**src/itch_msg_pkg.sv**
```systemverilog
`default_nettype none

package itch_msg_pkg;

    // Kind of the message in progress
    // kind_none marks idle time and skipped messages
    typedef enum logic [2:0] {
        kind_none,
        kind_add_a,
        kind_add_f,
        kind_exec_e,
        kind_exec_c,
        kind_cancel_x,
        kind_delete_d
    } msg_kind_t;

    //////////////////////////////////////////////////
    // ASCII message type codes
    //////////////////////////////////////////////////

    localparam logic [7:0] type_code_a = 8'h41;  // Add order
    localparam logic [7:0] type_code_f = 8'h46;  // Add order with MPID
    localparam logic [7:0] type_code_e = 8'h45;  // Order executed
    localparam logic [7:0] type_code_c = 8'h43;  // Executed with price
    localparam logic [7:0] type_code_x = 8'h58;  // Order cancel
    localparam logic [7:0] type_code_d = 8'h44;  // Order delete

    //////////////////////////////////////////////////
    // Field offsets, type byte sits at offset 0
    //////////////////////////////////////////////////

    localparam logic [7:0] off_ref         = 8'd15;  // Low four bytes of the reference
    localparam logic [7:0] off_side        = 8'd19;  // A and F
    localparam logic [7:0] off_shares_add  = 8'd20;  // A and F
    localparam logic [7:0] off_shares_exec = 8'd19;  // E, C and X
    localparam logic [7:0] off_stock       = 8'd24;  // A and F
    localparam logic [7:0] off_price       = 8'd32;  // A, F and C

    // Every captured field is four bytes
    localparam logic [7:0] field_bytes = 8'd4;

endpackage

`default_nettype wire

```
**src/order_pkg.sv**
```systemverilog
`default_nettype none

package order_pkg;

    // One-hot order type, zero for an unknown message
    typedef enum logic [3:0] {
        ord_error   = 4'h0,
        ord_add     = 4'h1,
        ord_cancel  = 4'h2,
        ord_execute = 4'h4,
        ord_delete  = 4'h8
    } order_type_t;

    //////////////////////////////////////////////////
    // Order record, 133 bits
    //////////////////////////////////////////////////

    typedef struct packed {
        logic [31:0] stock_id;    // First four stock characters
        logic [31:0] order_ref;   // Low four bytes of the reference
        logic [31:0] num_shares;
        logic [31:0] price;
        order_type_t order_type;
        logic        buy_sell;    // 1 for sell
    } order_rec_t;

endpackage

`default_nettype wire

```
**src/itch_field_extract.sv**
```systemverilog
`timescale 1ns/1ps
`default_nettype none

module itch_field_extract (
    input  wire logic                     clk,
    input  wire logic                     reset_n,
    input  wire logic                     byte_strobe_i,
    input  wire logic [7:0]               byte_offset_i,
    input  wire itch_msg_pkg::msg_kind_t  msg_kind_i,
    input  wire logic                     msg_start_i,
    input  wire logic                     msg_done_i,
    input  wire logic [7:0]               data_i,
    output order_pkg::order_rec_t         rec_o,
    output logic                          rec_load_o
);
    import itch_msg_pkg::*;
    import order_pkg::*;

    logic [7:0] byte_q;  // Byte consumed in the previous cycle
    logic       is_add;
    logic       is_exec;
    logic       sel_ref;
    logic       sel_side;
    logic       sel_shares;
    logic       sel_stock;
    logic       sel_price;

    // Offset falls inside the four-byte field starting at base
    function automatic logic in_field(input logic [7:0] off, input logic [7:0] base);
        logic [7:0] rel;
        rel = off - base;
        return rel < field_bytes;
    endfunction

    function automatic order_type_t type_of_kind(input msg_kind_t kind);
        case (kind)
            kind_add_a, kind_add_f:   return ord_add;
            kind_exec_e, kind_exec_c: return ord_execute;
            kind_cancel_x:            return ord_cancel;
            kind_delete_d:            return ord_delete;
            default:                  return ord_error;
        endcase
    endfunction

    //////////////////////////////////////////////////
    // Field select by kind and offset
    //////////////////////////////////////////////////

    assign is_add  = (msg_kind_i == kind_add_a) || (msg_kind_i == kind_add_f);
    assign is_exec = (msg_kind_i == kind_exec_e) || (msg_kind_i == kind_exec_c) ||
                     (msg_kind_i == kind_cancel_x);

    assign sel_ref    = in_field(byte_offset_i, off_ref);  // Every kind
    assign sel_side   = is_add && (byte_offset_i == off_side);
    assign sel_shares = is_add ? in_field(byte_offset_i, off_shares_add)
                               : is_exec && in_field(byte_offset_i, off_shares_exec);
    assign sel_stock  = is_add && in_field(byte_offset_i, off_stock);
    assign sel_price  = (is_add || msg_kind_i == kind_exec_c) &&
                        in_field(byte_offset_i, off_price);

    // Strobes are one cycle behind the input
    always_ff @(posedge clk) begin
        byte_q <= data_i;
    end

    //////////////////////////////////////////////////
    // Record assembly
    //////////////////////////////////////////////////

    // Bytes come in order, so shifting in builds each field big-endian
    always_ff @(posedge clk) begin
        if (msg_start_i) begin
            rec_o            <= '0;
            rec_o.order_type <= type_of_kind(msg_kind_i);
        end else if (byte_strobe_i) begin
            if (sel_ref) begin
                rec_o.order_ref <= {rec_o.order_ref[23:0], byte_q};
            end
            if (sel_shares) begin
                rec_o.num_shares <= {rec_o.num_shares[23:0], byte_q};
            end
            if (sel_stock) begin
                rec_o.stock_id <= {rec_o.stock_id[23:0], byte_q};
            end
            if (sel_price) begin
                rec_o.price <= {rec_o.price[23:0], byte_q};
            end
            if (sel_side) begin
                rec_o.buy_sell <= byte_q[0];  // 'S' is odd, 'B' even
            end
        end
    end

    always_ff @(posedge clk or negedge reset_n) begin
        if (!reset_n) begin
            rec_load_o <= 1'b0;
        end else begin
            rec_load_o <= msg_done_i;  // Last byte is in the record now
        end
    end

    // Body bytes only flow for a decoded message
    a_kind_on_strobe: assert property (@(posedge clk) disable iff (!reset_n)
        byte_strobe_i |-> msg_kind_i != kind_none);

endmodule

`default_nettype wire

```
**src/itch_framer.sv**
```systemverilog
`timescale 1ns/1ps
`default_nettype none

module itch_framer (
    input  wire logic                clk,
    input  wire logic                reset_n,
    input  wire logic [7:0]          data_i,
    input  wire logic                valid_i,
    input  wire logic                rec_full_i,
    output logic                     ready_o,
    output logic                     byte_strobe_o,
    output logic [7:0]               byte_offset_o,
    output itch_msg_pkg::msg_kind_t  msg_kind_o,
    output logic                     msg_start_o,
    output logic                     msg_done_o
);
    import itch_msg_pkg::*;

    typedef enum logic [1:0] {
        st_wait_len,
        st_wait_type,
        st_body,
        st_skip
    } framer_state_t;

    framer_state_t state_q;
    logic [7:0]    remain_q;   // Bytes left including the type byte
    logic [7:0]    offset_q;   // Offset of the next body byte
    logic          done_q;     // Record moving into the output stage
    logic          consume;
    logic          last_byte;
    logic          hold;
    msg_kind_t     type_kind;

    function automatic msg_kind_t decode_kind(input logic [7:0] code);
        case (code)
            type_code_a: return kind_add_a;
            type_code_f: return kind_add_f;
            type_code_e: return kind_exec_e;
            type_code_c: return kind_exec_c;
            type_code_x: return kind_cancel_x;
            type_code_d: return kind_delete_d;
            default:     return kind_none;
        endcase
    endfunction

    //////////////////////////////////////////////////
    // Input back-pressure
    //////////////////////////////////////////////////

    assign type_kind = decode_kind(data_i);

    // Next byte closes a relevant message
    assign last_byte = (remain_q == 8'd1) &&
                       ((state_q == st_body) ||
                        (state_q == st_wait_type && type_kind != kind_none));

    // Output slot taken or a record still on its way there
    assign hold    = rec_full_i | done_q;
    assign ready_o = !(last_byte && hold);
    assign consume = valid_i && ready_o;

    //////////////////////////////////////////////////
    // Message FSM
    //////////////////////////////////////////////////

    always_ff @(posedge clk or negedge reset_n) begin
        if (!reset_n) begin
            state_q       <= st_wait_len;
            remain_q      <= '0;
            offset_q      <= '0;
            done_q        <= 1'b0;
            byte_strobe_o <= 1'b0;
            byte_offset_o <= '0;
            msg_kind_o    <= kind_none;
            msg_start_o   <= 1'b0;
            msg_done_o    <= 1'b0;
        end else begin
            byte_strobe_o <= 1'b0;
            msg_start_o   <= 1'b0;
            msg_done_o    <= 1'b0;
            done_q        <= msg_done_o;
            if (consume) begin
                case (state_q)
                    st_wait_len: begin
                        remain_q <= data_i;
                        if (data_i != 8'd0) begin  // Zero length is dropped
                            state_q <= st_wait_type;
                        end
                    end
                    st_wait_type: begin
                        remain_q   <= remain_q - 8'd1;
                        offset_q   <= 8'd1;
                        msg_kind_o <= type_kind;
                        if (type_kind != kind_none) begin
                            msg_start_o <= 1'b1;
                            msg_done_o  <= last_byte;  // Type-only message
                            state_q     <= last_byte ? st_wait_len : st_body;
                        end else begin
                            state_q <= (remain_q == 8'd1) ? st_wait_len : st_skip;
                        end
                    end
                    st_body: begin
                        remain_q      <= remain_q - 8'd1;
                        offset_q      <= offset_q + 8'd1;
                        byte_strobe_o <= 1'b1;
                        byte_offset_o <= offset_q;
                        msg_done_o    <= last_byte;
                        if (last_byte) begin
                            state_q <= st_wait_len;
                        end
                    end
                    default: begin
                        // Skip body never stalls
                        remain_q <= remain_q - 8'd1;
                        if (remain_q == 8'd1) begin
                            state_q <= st_wait_len;
                        end
                    end
                endcase
            end
        end
    end

    // A finished message never lands on a full output stage
    a_done_not_full: assert property (@(posedge clk) disable iff (!reset_n)
        $rose(msg_done_o) |-> !rec_full_i);

endmodule

`default_nettype wire

```
**src/itch_order_out.sv**
```systemverilog
`timescale 1ns/1ps
`default_nettype none

module itch_order_out (
    input  wire logic                   clk,
    input  wire logic                   reset_n,
    input  wire order_pkg::order_rec_t  rec_i,
    input  wire logic                   rec_load_i,
    input  wire logic                   ready_i,
    output logic [31:0]                 stock_id_o,
    output logic [31:0]                 order_ref_num_o,
    output logic [31:0]                 num_shares_o,
    output logic [31:0]                 price_o,
    output order_pkg::order_type_t      order_type_o,
    output logic                        buy_sell_o,
    output logic                        valid_o,
    output logic                        rec_full_o
);
    import order_pkg::*;

    order_rec_t hold_q;  // Record waiting for the consumer
    logic       full_q;
    logic       issue;

    assign issue = full_q && ready_i;

    always_ff @(posedge clk) begin
        if (rec_load_i) begin
            hold_q <= rec_i;
        end
    end

    //////////////////////////////////////////////////
    // Full flag and valid pulse
    //////////////////////////////////////////////////

    always_ff @(posedge clk or negedge reset_n) begin
        if (!reset_n) begin
            full_q  <= 1'b0;
            valid_o <= 1'b0;
        end else begin
            valid_o <= issue;  // One pulse per record
            if (rec_load_i) begin
                full_q <= 1'b1;
            end else if (issue) begin
                full_q <= 1'b0;
            end
        end
    end

    // Fields stay put until the next record is loaded
    assign stock_id_o      = hold_q.stock_id;
    assign order_ref_num_o = hold_q.order_ref;
    assign num_shares_o    = hold_q.num_shares;
    assign price_o         = hold_q.price;
    assign order_type_o    = hold_q.order_type;
    assign buy_sell_o      = hold_q.buy_sell;
    assign rec_full_o      = full_q;

    // Framer stall must keep a second record out of the slot
    a_no_overwrite: assert property (@(posedge clk) disable iff (!reset_n)
        rec_load_i |-> !full_q);

endmodule

`default_nettype wire

```
**src/itch_parser_top.sv**
```systemverilog
`timescale 1ns/1ps
`default_nettype none

module itch_parser_top (
    input  wire logic               clk,
    input  wire logic               reset_n,
    input  wire logic [7:0]         data_i,
    input  wire logic               valid_i,
    input  wire logic               ready_i,
    output logic                    ready_o,
    output logic [31:0]             stock_id_o,
    output logic [31:0]             order_ref_num_o,
    output logic [31:0]             num_shares_o,
    output logic [31:0]             price_o,
    output order_pkg::order_type_t  order_type_o,
    output logic                    buy_sell_o,
    output logic                    valid_o
);
    import itch_msg_pkg::*;
    import order_pkg::*;

    logic       byte_strobe;
    logic [7:0] byte_offset;
    msg_kind_t  msg_kind;
    logic       msg_start;
    logic       msg_done;
    order_rec_t rec;
    logic       rec_load;
    logic       rec_full;  // Back from the output stage

    //////////////////////////////////////////////////
    // Framer, extractor, output register
    //////////////////////////////////////////////////

    itch_framer i_framer (
        .clk           (clk),
        .reset_n       (reset_n),
        .data_i        (data_i),
        .valid_i       (valid_i),
        .rec_full_i    (rec_full),
        .ready_o       (ready_o),
        .byte_strobe_o (byte_strobe),
        .byte_offset_o (byte_offset),
        .msg_kind_o    (msg_kind),
        .msg_start_o   (msg_start),
        .msg_done_o    (msg_done)
    );

    itch_field_extract i_field_extract (
        .clk           (clk),
        .reset_n       (reset_n),
        .byte_strobe_i (byte_strobe),
        .byte_offset_i (byte_offset),
        .msg_kind_i    (msg_kind),
        .msg_start_i   (msg_start),
        .msg_done_i    (msg_done),
        .data_i        (data_i),
        .rec_o         (rec),
        .rec_load_o    (rec_load)
    );

    itch_order_out i_order_out (
        .clk             (clk),
        .reset_n         (reset_n),
        .rec_i           (rec),
        .rec_load_i      (rec_load),
        .ready_i         (ready_i),
        .stock_id_o      (stock_id_o),
        .order_ref_num_o (order_ref_num_o),
        .num_shares_o    (num_shares_o),
        .price_o         (price_o),
        .order_type_o    (order_type_o),
        .buy_sell_o      (buy_sell_o),
        .valid_o         (valid_o),
        .rec_full_o      (rec_full)
    );

endmodule

`default_nettype wire

```
**config.mk**
```make
export PLATFORM = sky130hd
export DESIGN_NAME = itch_parser_top
export DESIGN_NICKNAME = d
export VERILOG_FILES = /design/src/itch_msg_pkg.sv /design/src/order_pkg.sv /design/src/itch_field_extract.sv /design/src/itch_framer.sv /design/src/itch_order_out.sv /design/src/itch_parser_top.sv
export SDC_FILE = /design/constraint.sdc
export NUM_CORES = 1
export LEC_CHECK = 0
export ABC_CLOCK_PERIOD_IN_PS = 6120
export BUFFER_PORTS_ARGS = -buffer_cell sky130_fd_sc_hd__buf_2
export CORE_UTILIZATION = 45
export DETAILED_ROUTE_END_ITERATION = 10
export PLACE_DENSITY = 0.62
export REMOVE_ABC_BUFFERS = 1
export SLEW_MARGIN = 20
export SYNTH_ARGS = -nofsm -noshare
export SYNTH_HDL_FRONTEND = slang
export SYNTH_SLANG_ARGS = --single-unit
```
**constraint.sdc**
```tcl
create_clock -name clk -period 6.12 [get_ports clk]
set_clock_uncertainty 0.05 [all_clocks]
set_input_delay 0.918 -clock clk [delete_from_list [all_inputs] [get_ports clk]]
set_output_delay 0.918 -clock clk [all_outputs]
set_load 0.02 [all_outputs]
```
==> flow_metrics.py, run 1 <==
metrics = {
    "timing": {
        "slew_viol_final": 0,
        "timing.setup.tns_ns": 0,
        "worst_pin_slew_ns": 1.05,
        "rsz0062_at_grt": "false",
        "finalCriticalPeriod_ns": 3.64,
        "finalSetupViolCount": 0,
        "max_slew_margin_pct": 30.2,
        "hold_violations": 0,
        "max_freq_ghz": 0.275,
        "period_share_pct": 59.4,
    },
    "placed_design": {
        "portBuffers": 146,
        "place.gp.congestion": 0.786,
        "hpwlAfterDp_mm": 12.8,
        "dpl.cell_count": 1251,
    },
    "synthesis": {
        "netlist.area_leader.share_pct": 37.0,
        "syn_area_um2": 11100,
        "post_synth_fa_ha_maj_area_fraction_pct": 1.13,
        "synth.avg_cell_area_um2": 13.6,
        "synth_area_leaders": "edfxtp_1, dfxtp_1, mux2i_1",
        "synth-compound-area-share_pct": 3.80,
        "ys_seq_elements": 309,
        "synthFlopType": "edfxtp_1",
        "yosys_warnings": 0,
        "synth-simple-area-share_pct": 9.71,
        "synth.largest_area_cell": "edfxtp_1",
        "synthMuxAreaShare_pct": 12.9,
        "synth_top_family_by_area": "multiplexers",
        "synth-seq-area-share_pct": 69.6,
        "synth_edf_count": 137,
        "syn_inst": 815,
        "ys_types": 64,
        "synth-xor-area-share_pct": 0.158,
        "postSynth.asyncResetShare_pct": 11.3,
    },
    "worst_setup_path": {
        "arrival_ns": 2.67,
        "worstSetupPathType": "reg -> out",
        "cp-start-kind": "flip-flop",
        "r2r_cells": 5,
        "crit_family": "simple AND/OR/NAND/NOR gates",
        "cpMaxStageDelayCell": "nor4_1",
        "timing.critical_path.buf_inv": 1,
        "reg2reg_from": "i_framer.remain_q[2]",
        "cp_data_required_time_ns": 5.15,
        "crit_fanout": 6,
        "crit_chain": "nor4_1, nand4bb_1, o21bai_1, or2_2, buf_2",
        "crit_path_end_kind": "output port",
        "reg2reg_slack_ns": 3.11,
        "r2r_end": "i_framer.offset_q[0]",
        "critPathMaxStageDelay_ns": 0.64,
    },
    "routing": {
        "vias": 6445,
        "routed_via_density": 4.93,
        "drt-pass1-iter-count": 4,
        "drt_iter0_markers": 405,
        "ant_nets": 0,
        "route.detailed.drc": 0,
        "drt-total-wl_mm": 20.5,
        "detail_route.wl_per_cell_um": 15.7,
    },
    "floorplanning": {
        "fp.dieH_um": 159,
        "start_util_pct": 45.8,
        "core.rowCount": 57,
        "core_area_um2": 24200,
        "die_w_um": 159,
        "pin_count": 147,
        "die-area_um2": 25300,
    },
    "cts": {
        "cts-htree-levels": 1,
        "cts_resized": 0,
        "cts_tree": "done",
        "clk_pin_slew_ns": 0.06,
        "holdBufCountCts": 0,
        "numCtsBuffers": 30,
        "clk_path_buf_depth": 3,
        "post_cts_buffers": 0,
        "worstSkewPairLatency_ns": 0.54,
        "root_buffer": "clkbuf_16",
        "cts.sink_count": 309,
    },
    "power": {
        "p_leak_uw": 0.00510,
        "p_per_area_nw_per_um2": 361,
        "ir_worst_vdd_mv": 0.237,
    },
    "outcome": {
        "status": "completed",
    },
    "worst_hold_path": {
        "min_path_cells": 0,
        "hp-class": "reg -> reg",
        "worstHoldEndpoint": "i_field_extract.rec_load_o",
        "hp-start": "i_framer.msg_done_o",
    },
    "grt": {
        "gr-total-overflow": 0,
        "grt_max_degree": 83,
        "grt_pass1_vias": 6108,
        "antenna_found_initial": 0,
        "grt_pass1_wl_mm": 32.9,
        "grt_use_total_pct": 16.1,
    },
    "layout": {
        "syn_to_final_growth_pct": 18.6,
        "multiInputGateArea_um2": 3090,
        "num_antenna_cells": 0,
        "area.sequential_um2": 7740,
        "drive_gt1_share_pct": 21.9,
        "stdcell_count": 1307,
        "nNetsFinal": 981,
        "fillers": 2073,
    },
    "job": {
        "max_cap_violations": 0,
    },
}
## per-layer routing
metal	vias up	wire length [µm]	share of wire, %	GRT usage [%]
met1	3088	9370	46	21.5
met4	0	354	1.7	3.93
met3	35	827	4.0	2.89
li1	3194	-	-	-
met2	128	9920	48	27.3
met5	-	0	0	0
## cell usage after synthesis, types with 2 or more instances
| cell type | n |
|---|---|
| nor2_1 | 152 |
| dfxtp_1 | 137 |
| edfxtp_1 | 137 |
| mux2i_1 | 132 |
| dfrtp_1 | 35 |
| nand2_1 | 22 |
| inv_1 | 17 |
| clkbuf_1 | 16 |
| nand3_1 | 15 |
| o21ai_0 | 11 |
| ha_1 | 10 |
| buf_2 | 9 |
| a21oi_1 | 8 |
| mux2_2 | 8 |
| nor3_1 | 6 |
| a21o_1 | 5 |
| and3_1 | 5 |
| nand4_1 | 5 |
| nor2b_1 | 5 |
| or4b_1 | 5 |
| a22o_1 | 4 |
| buf_4 | 4 |
| o22a_1 | 4 |
| a211oi_1 | 3 |
| a32oi_1 | 3 |
| and2_1 | 3 |
| buf_1 | 3 |
| buf_8 | 3 |
| nand3b_1 | 3 |
| o21ai_1 | 3 |
| or2_2 | 3 |
| a31oi_1 | 2 |
| buf_6 | 2 |
| mux2_1 | 2 |
| nor3b_1 | 2 |
| nor4_1 | 2 |
| o21bai_1 | 2 |
## worst max path at each step
stage	startpoint	slack [ns]	endpoint	depth (start not counted)
6_report	i_framer.remain_q[2]	2.48	ready_o	5
5_1_grt	i_framer.remain_q[2]	2.45	ready_o	5
4_1_cts	i_framer.remain_q[2]	2.55	ready_o	5
3_5_place_dp	data_i[0]	2.86	ready_o	6
3_3_place_gp	data_i[0]	2.86	ready_o	6
2_1_floorplan	i_field_extract.rec_load_o	1.20	ready_o	2
## power by group
part / total (µW) / switching [µW] / internal (µW)
logic: 380 / 214 / 165
clock network: 2040 / 739 / 1300
registers: 2340 / 112 / 2230
## worst reg2reg max path, stage by stage, from the launching register on
cell	delay, ns
dfrtp_1	0.43
nor4_1	0.64
nand4bb_1	0.26
o21bai_1	0.28
o21bai_1	0.85
mux2_1	0.38
## metrics by stage
step	utilization, %	setup slack (ns)	total power, µW	area, µm²	hold WS, ns
after global routing	54.3	2.45	4970	13200	0.346
after global placement	49.8	2.86	2750	12100	0.287
final	54.3	2.48	4760	13200	0.323
after detailed placement	49.8	2.86	2760	12100	0.309
after floorplan	-	1.20	2650	10900	0.281
after CTS	54.3	2.55	4820	13200	0.326
## kinds of logic (layout without fill, tap and decap cells)
kind of cell               count (synthesis)  after routing
muxes                                    142            142
DFF                                      309            309
buffers and inverters                     56            224
adders and majority gates                 10             10
and+or+nand+nor                          238            238
AOI/OAI and AO/OA                         58             58
xor gates and xnor gates                   2              2
## sequential cells by signal (all words and copies together), names as in the netlist, 2 cells and up
| signal | flops |
|---|---|
| i_field_extract.byte_q | 8 |
| i_field_extract.rec_o | 133 |
| i_framer.byte_offset_o | 8 |
| i_framer.msg_kind_o | 3 |
| i_framer.offset_q | 8 |
| i_framer.remain_q | 8 |
| i_framer.state_q | 2 |
| i_order_out.num_shares_o | 32 |
| i_order_out.order_ref_num_o | 32 |
| i_order_out.order_type_o | 4 |
| i_order_out.price_o | 32 |
| i_order_out.stock_id_o | 32 |
## placed cells by master (no fill, tap or decap), types with 9 or more instances in the layout
cell type | netlist | routed
buf_2 | 9 | 146
bufinv_16 | 0 | 9
clkbuf_16 | 0 | 31
dfrtp_1 | 35 | 33
dfxtp_1 | 137 | 137
edfxtp_1 | 137 | 137
ha_1 | 10 | 10
inv_1 | 17 | 17
mux2i_1 | 132 | 132
nand2_1 | 22 | 22
nand3_1 | 15 | 15
nor2_1 | 152 | 152
o21ai_0 | 11 | 11
## area by class of cell
| type | instances | area share (%) |
|---|---|---|
| Multi-Input combinational cell | 450 | 23.4 |
| Clock inverter | 19 | 2.40 |
| Timing Repair Buffer | 151 | 5.83 |
| Sequential cell | 309 | 58.7 |
| Inverter | 17 | 0.484 |
| Clock buffer | 37 | 6.06 |
| Tap cell | 324 | 3.08 |
Note: power is estimated with default switching activity, not from simulation.
==> run 2: changes to the inputs <==
--- a/config.mk
+++ b/config.mk
@@ -5,7 +5,7 @@
 export SDC_FILE = /design/constraint.sdc
 export NUM_CORES = 1
 export LEC_CHECK = 0
-export ABC_CLOCK_PERIOD_IN_PS = 6120
+export ABC_CLOCK_PERIOD_IN_PS = 3700
 export BUFFER_PORTS_ARGS = -buffer_cell sky130_fd_sc_hd__buf_2
 export CORE_UTILIZATION = 45
 export DETAILED_ROUTE_END_ITERATION = 10
==> constraint.sdc (replaced) <==
create_clock -name clk -period 3.7 [get_ports clk]
set_clock_uncertainty 0.05 [all_clocks]
set_input_delay 0.555 -clock clk [delete_from_list [all_inputs] [get_ports clk]]
set_output_delay 0.555 -clock clk [all_outputs]
set_load 0.02 [all_outputs]
==> run 2 against run 1 <==
Via count grew 0.43%. Critical endpoint unchanged. Sequential cell count is the same. Largest power group unchanged. Clock power grew 60%.
==> flow_metrics.py, run 2 (synthesis results as in run 1) <==
metrics = {
    "outcome": {
        "status": "completed",
    },
    "timing": {
        "rsz0062_at_grt": "false",
        "hold_violations": 0,
        "max_slew_margin_pct": 28.8,
        "finalCriticalPeriod_ns": 3.06,
        "period_share_pct": 82.6,
        "finalSetupViolCount": 0,
        "worst_pin_slew_ns": 1.07,
        "max_freq_ghz": 0.327,
        "hold-worst-slack_ns": 0.0471,
        "timing.setup.tns_ns": 0,
        "slew_viol_final": 0,
    },
    "worst_setup_path": {
        "reg2reg_from": "i_framer.byte_offset_o[5]",
        "arrival_ns": 2.45,
        "cp-start-kind": "flip-flop",
        "cp_data_required_time_ns": 3.09,
        "crit_fanout": 5,
        "worstSetupPathType": "reg -> out",
        "crit_path_end_kind": "output port",
        "r2r_cells": 9,
        "startpoint": "i_framer.remain_q[3]",
    },
    "cts": {
        "post_cts_buffers": 0,
        "clk_path_buf_depth": 3,
        "cts_tree": "done",
        "numCtsBuffers": 30,
        "cts-htree-levels": 1,
        "root_buffer": "clkbuf_16",
        "holdBufCountCts": 0,
        "cts.sink_count": 309,
        "worstSkewPairLatency_ns": 0.54,
        "cts_resized": 0,
        "clk_pin_slew_ns": 0.06,
    },
    "layout": {
        "num_antenna_cells": 0,
        "nNetsFinal": 986,
        "drive_gt1_share_pct": 22.7,
        "mostFrequentLayoutCells": "nor2_1, buf_2, dfxtp_1, edfxtp_1, mux2i_1",
        "largest_reg_flops": 133,
        "final_util_pct": 54.4,
        "final_common_cell": "nor2_1",
        "syn_to_final_growth_pct": 18.7,
        "top_register": "i_field_extract.rec_o",
    },
    "floorplanning": {
        "core_area_um2": 24200,
        "pin_count": 147,
        "start_util_pct": 45.8,
        "die_w_um": 159,
        "core.rowCount": 57,
        "die-area_um2": 25300,
        "fp.dieH_um": 159,
    },
    "routing": {
        "ant_nets": 0,
        "drt-total-wl_mm": 20.5,
        "drt-pass1-iter-count": 4,
        "route.detailed.drc": 0,
        "vias": 6473,
        "drt_iter0_markers": 412,
        "detail_route.wl_per_cell_um": 15.6,
        "routed_via_density": 4.93,
    },
    "worst_hold_path": {
        "hp-class": "in -> async",
    },
    "grt": {
        "grt_pass1_wl_mm": 32.3,
        "grt_use_total_pct": 15.8,
        "grt_pass1_vias": 6007,
        "antenna_found_initial": 0,
        "grt_max_degree": 97,
        "gr-total-overflow": 0,
    },
    "power": {
        "p_leak_uw": 0.00505,
        "ir_worst_vdd_mv": 0.313,
        "p_per_area_nw_per_um2": 590,
    },
    "placed_design": {
        "portBuffers": 146,
        "hpwlAfterDp_mm": 13.0,
        "place.gp.congestion": 0.772,
    },
    "job": {
        "max_cap_violations": 0,
    },
}
==> run 2: cell types whose count changed in the layout (fill, tap and decap cells not counted), sizes merged <==
cell,delta
buf,+5
bufinv,-3
clkinv,+1
clkinvlp,+1
inv,+1
==> run 2: area by class of cell <==
cell class                      instances  area, µm²
Multi-Input combinational cell        450       3090
Tap cell                              324        405
Fill cell                            2094      11100
Sequential cell                       309       7740
Timing Repair Buffer                  156        806
Inverter                               17       63.8
Clock inverter                         19        256
Clock buffer                           37        828
==> run 2: per-layer routing <==
metal  global-route usage [%]  up-vias  part of all wire [%]
li1                         -     3202                     -
met1                     22.0     3114                    47
met2                     25.8      127                    47
met3                     2.84       30                   4.1
met4                     3.58        0                   1.7
met5                        0        -                     0
==> run 2: metrics by stage <==
stage               std cells  cell area, µm²  worst slack [ns]  total power (µW)
floorplan                 776           10900             -1.01              4390
global route             1312           13200             0.451              8120
finish                   1312           13200             0.643              7780
CTS                      1312           13200             0.617              7860
detailed placement       1256           12100             0.887              4580
global placement         1256           12100             0.950              4560
==> run 2: power by group <==
group / internal, µW / total, µW / switching, µW
Sequential: 3690 / 3880 / 188
Clock: 2010 / 3260 / 1250
Combinational: 275 / 641 / 365
Total: 5970 / 7780 / 1810
==> run 2: final timing paths <==
path,endpoint,slack [ns]
max,ready_o,0.64
min,i_order_out.valid_o,0.05
max reg2reg,i_field_extract.rec_o[41],0.89
min reg2reg,i_field_extract.rec_load_o,0.30
max in group asynchronous,i_field_extract.rec_load_o,2.95
min in group clk,i_field_extract.byte_q[4],0.11
==> run 2: critical path, stage by stage (launching register included) <==
cell       delay [ns]
dfrtp_1          0.42
nor4_1           0.52
nand4bb_1        0.22
o21bai_1         0.26
or2_2            0.32
buf_2            0.16
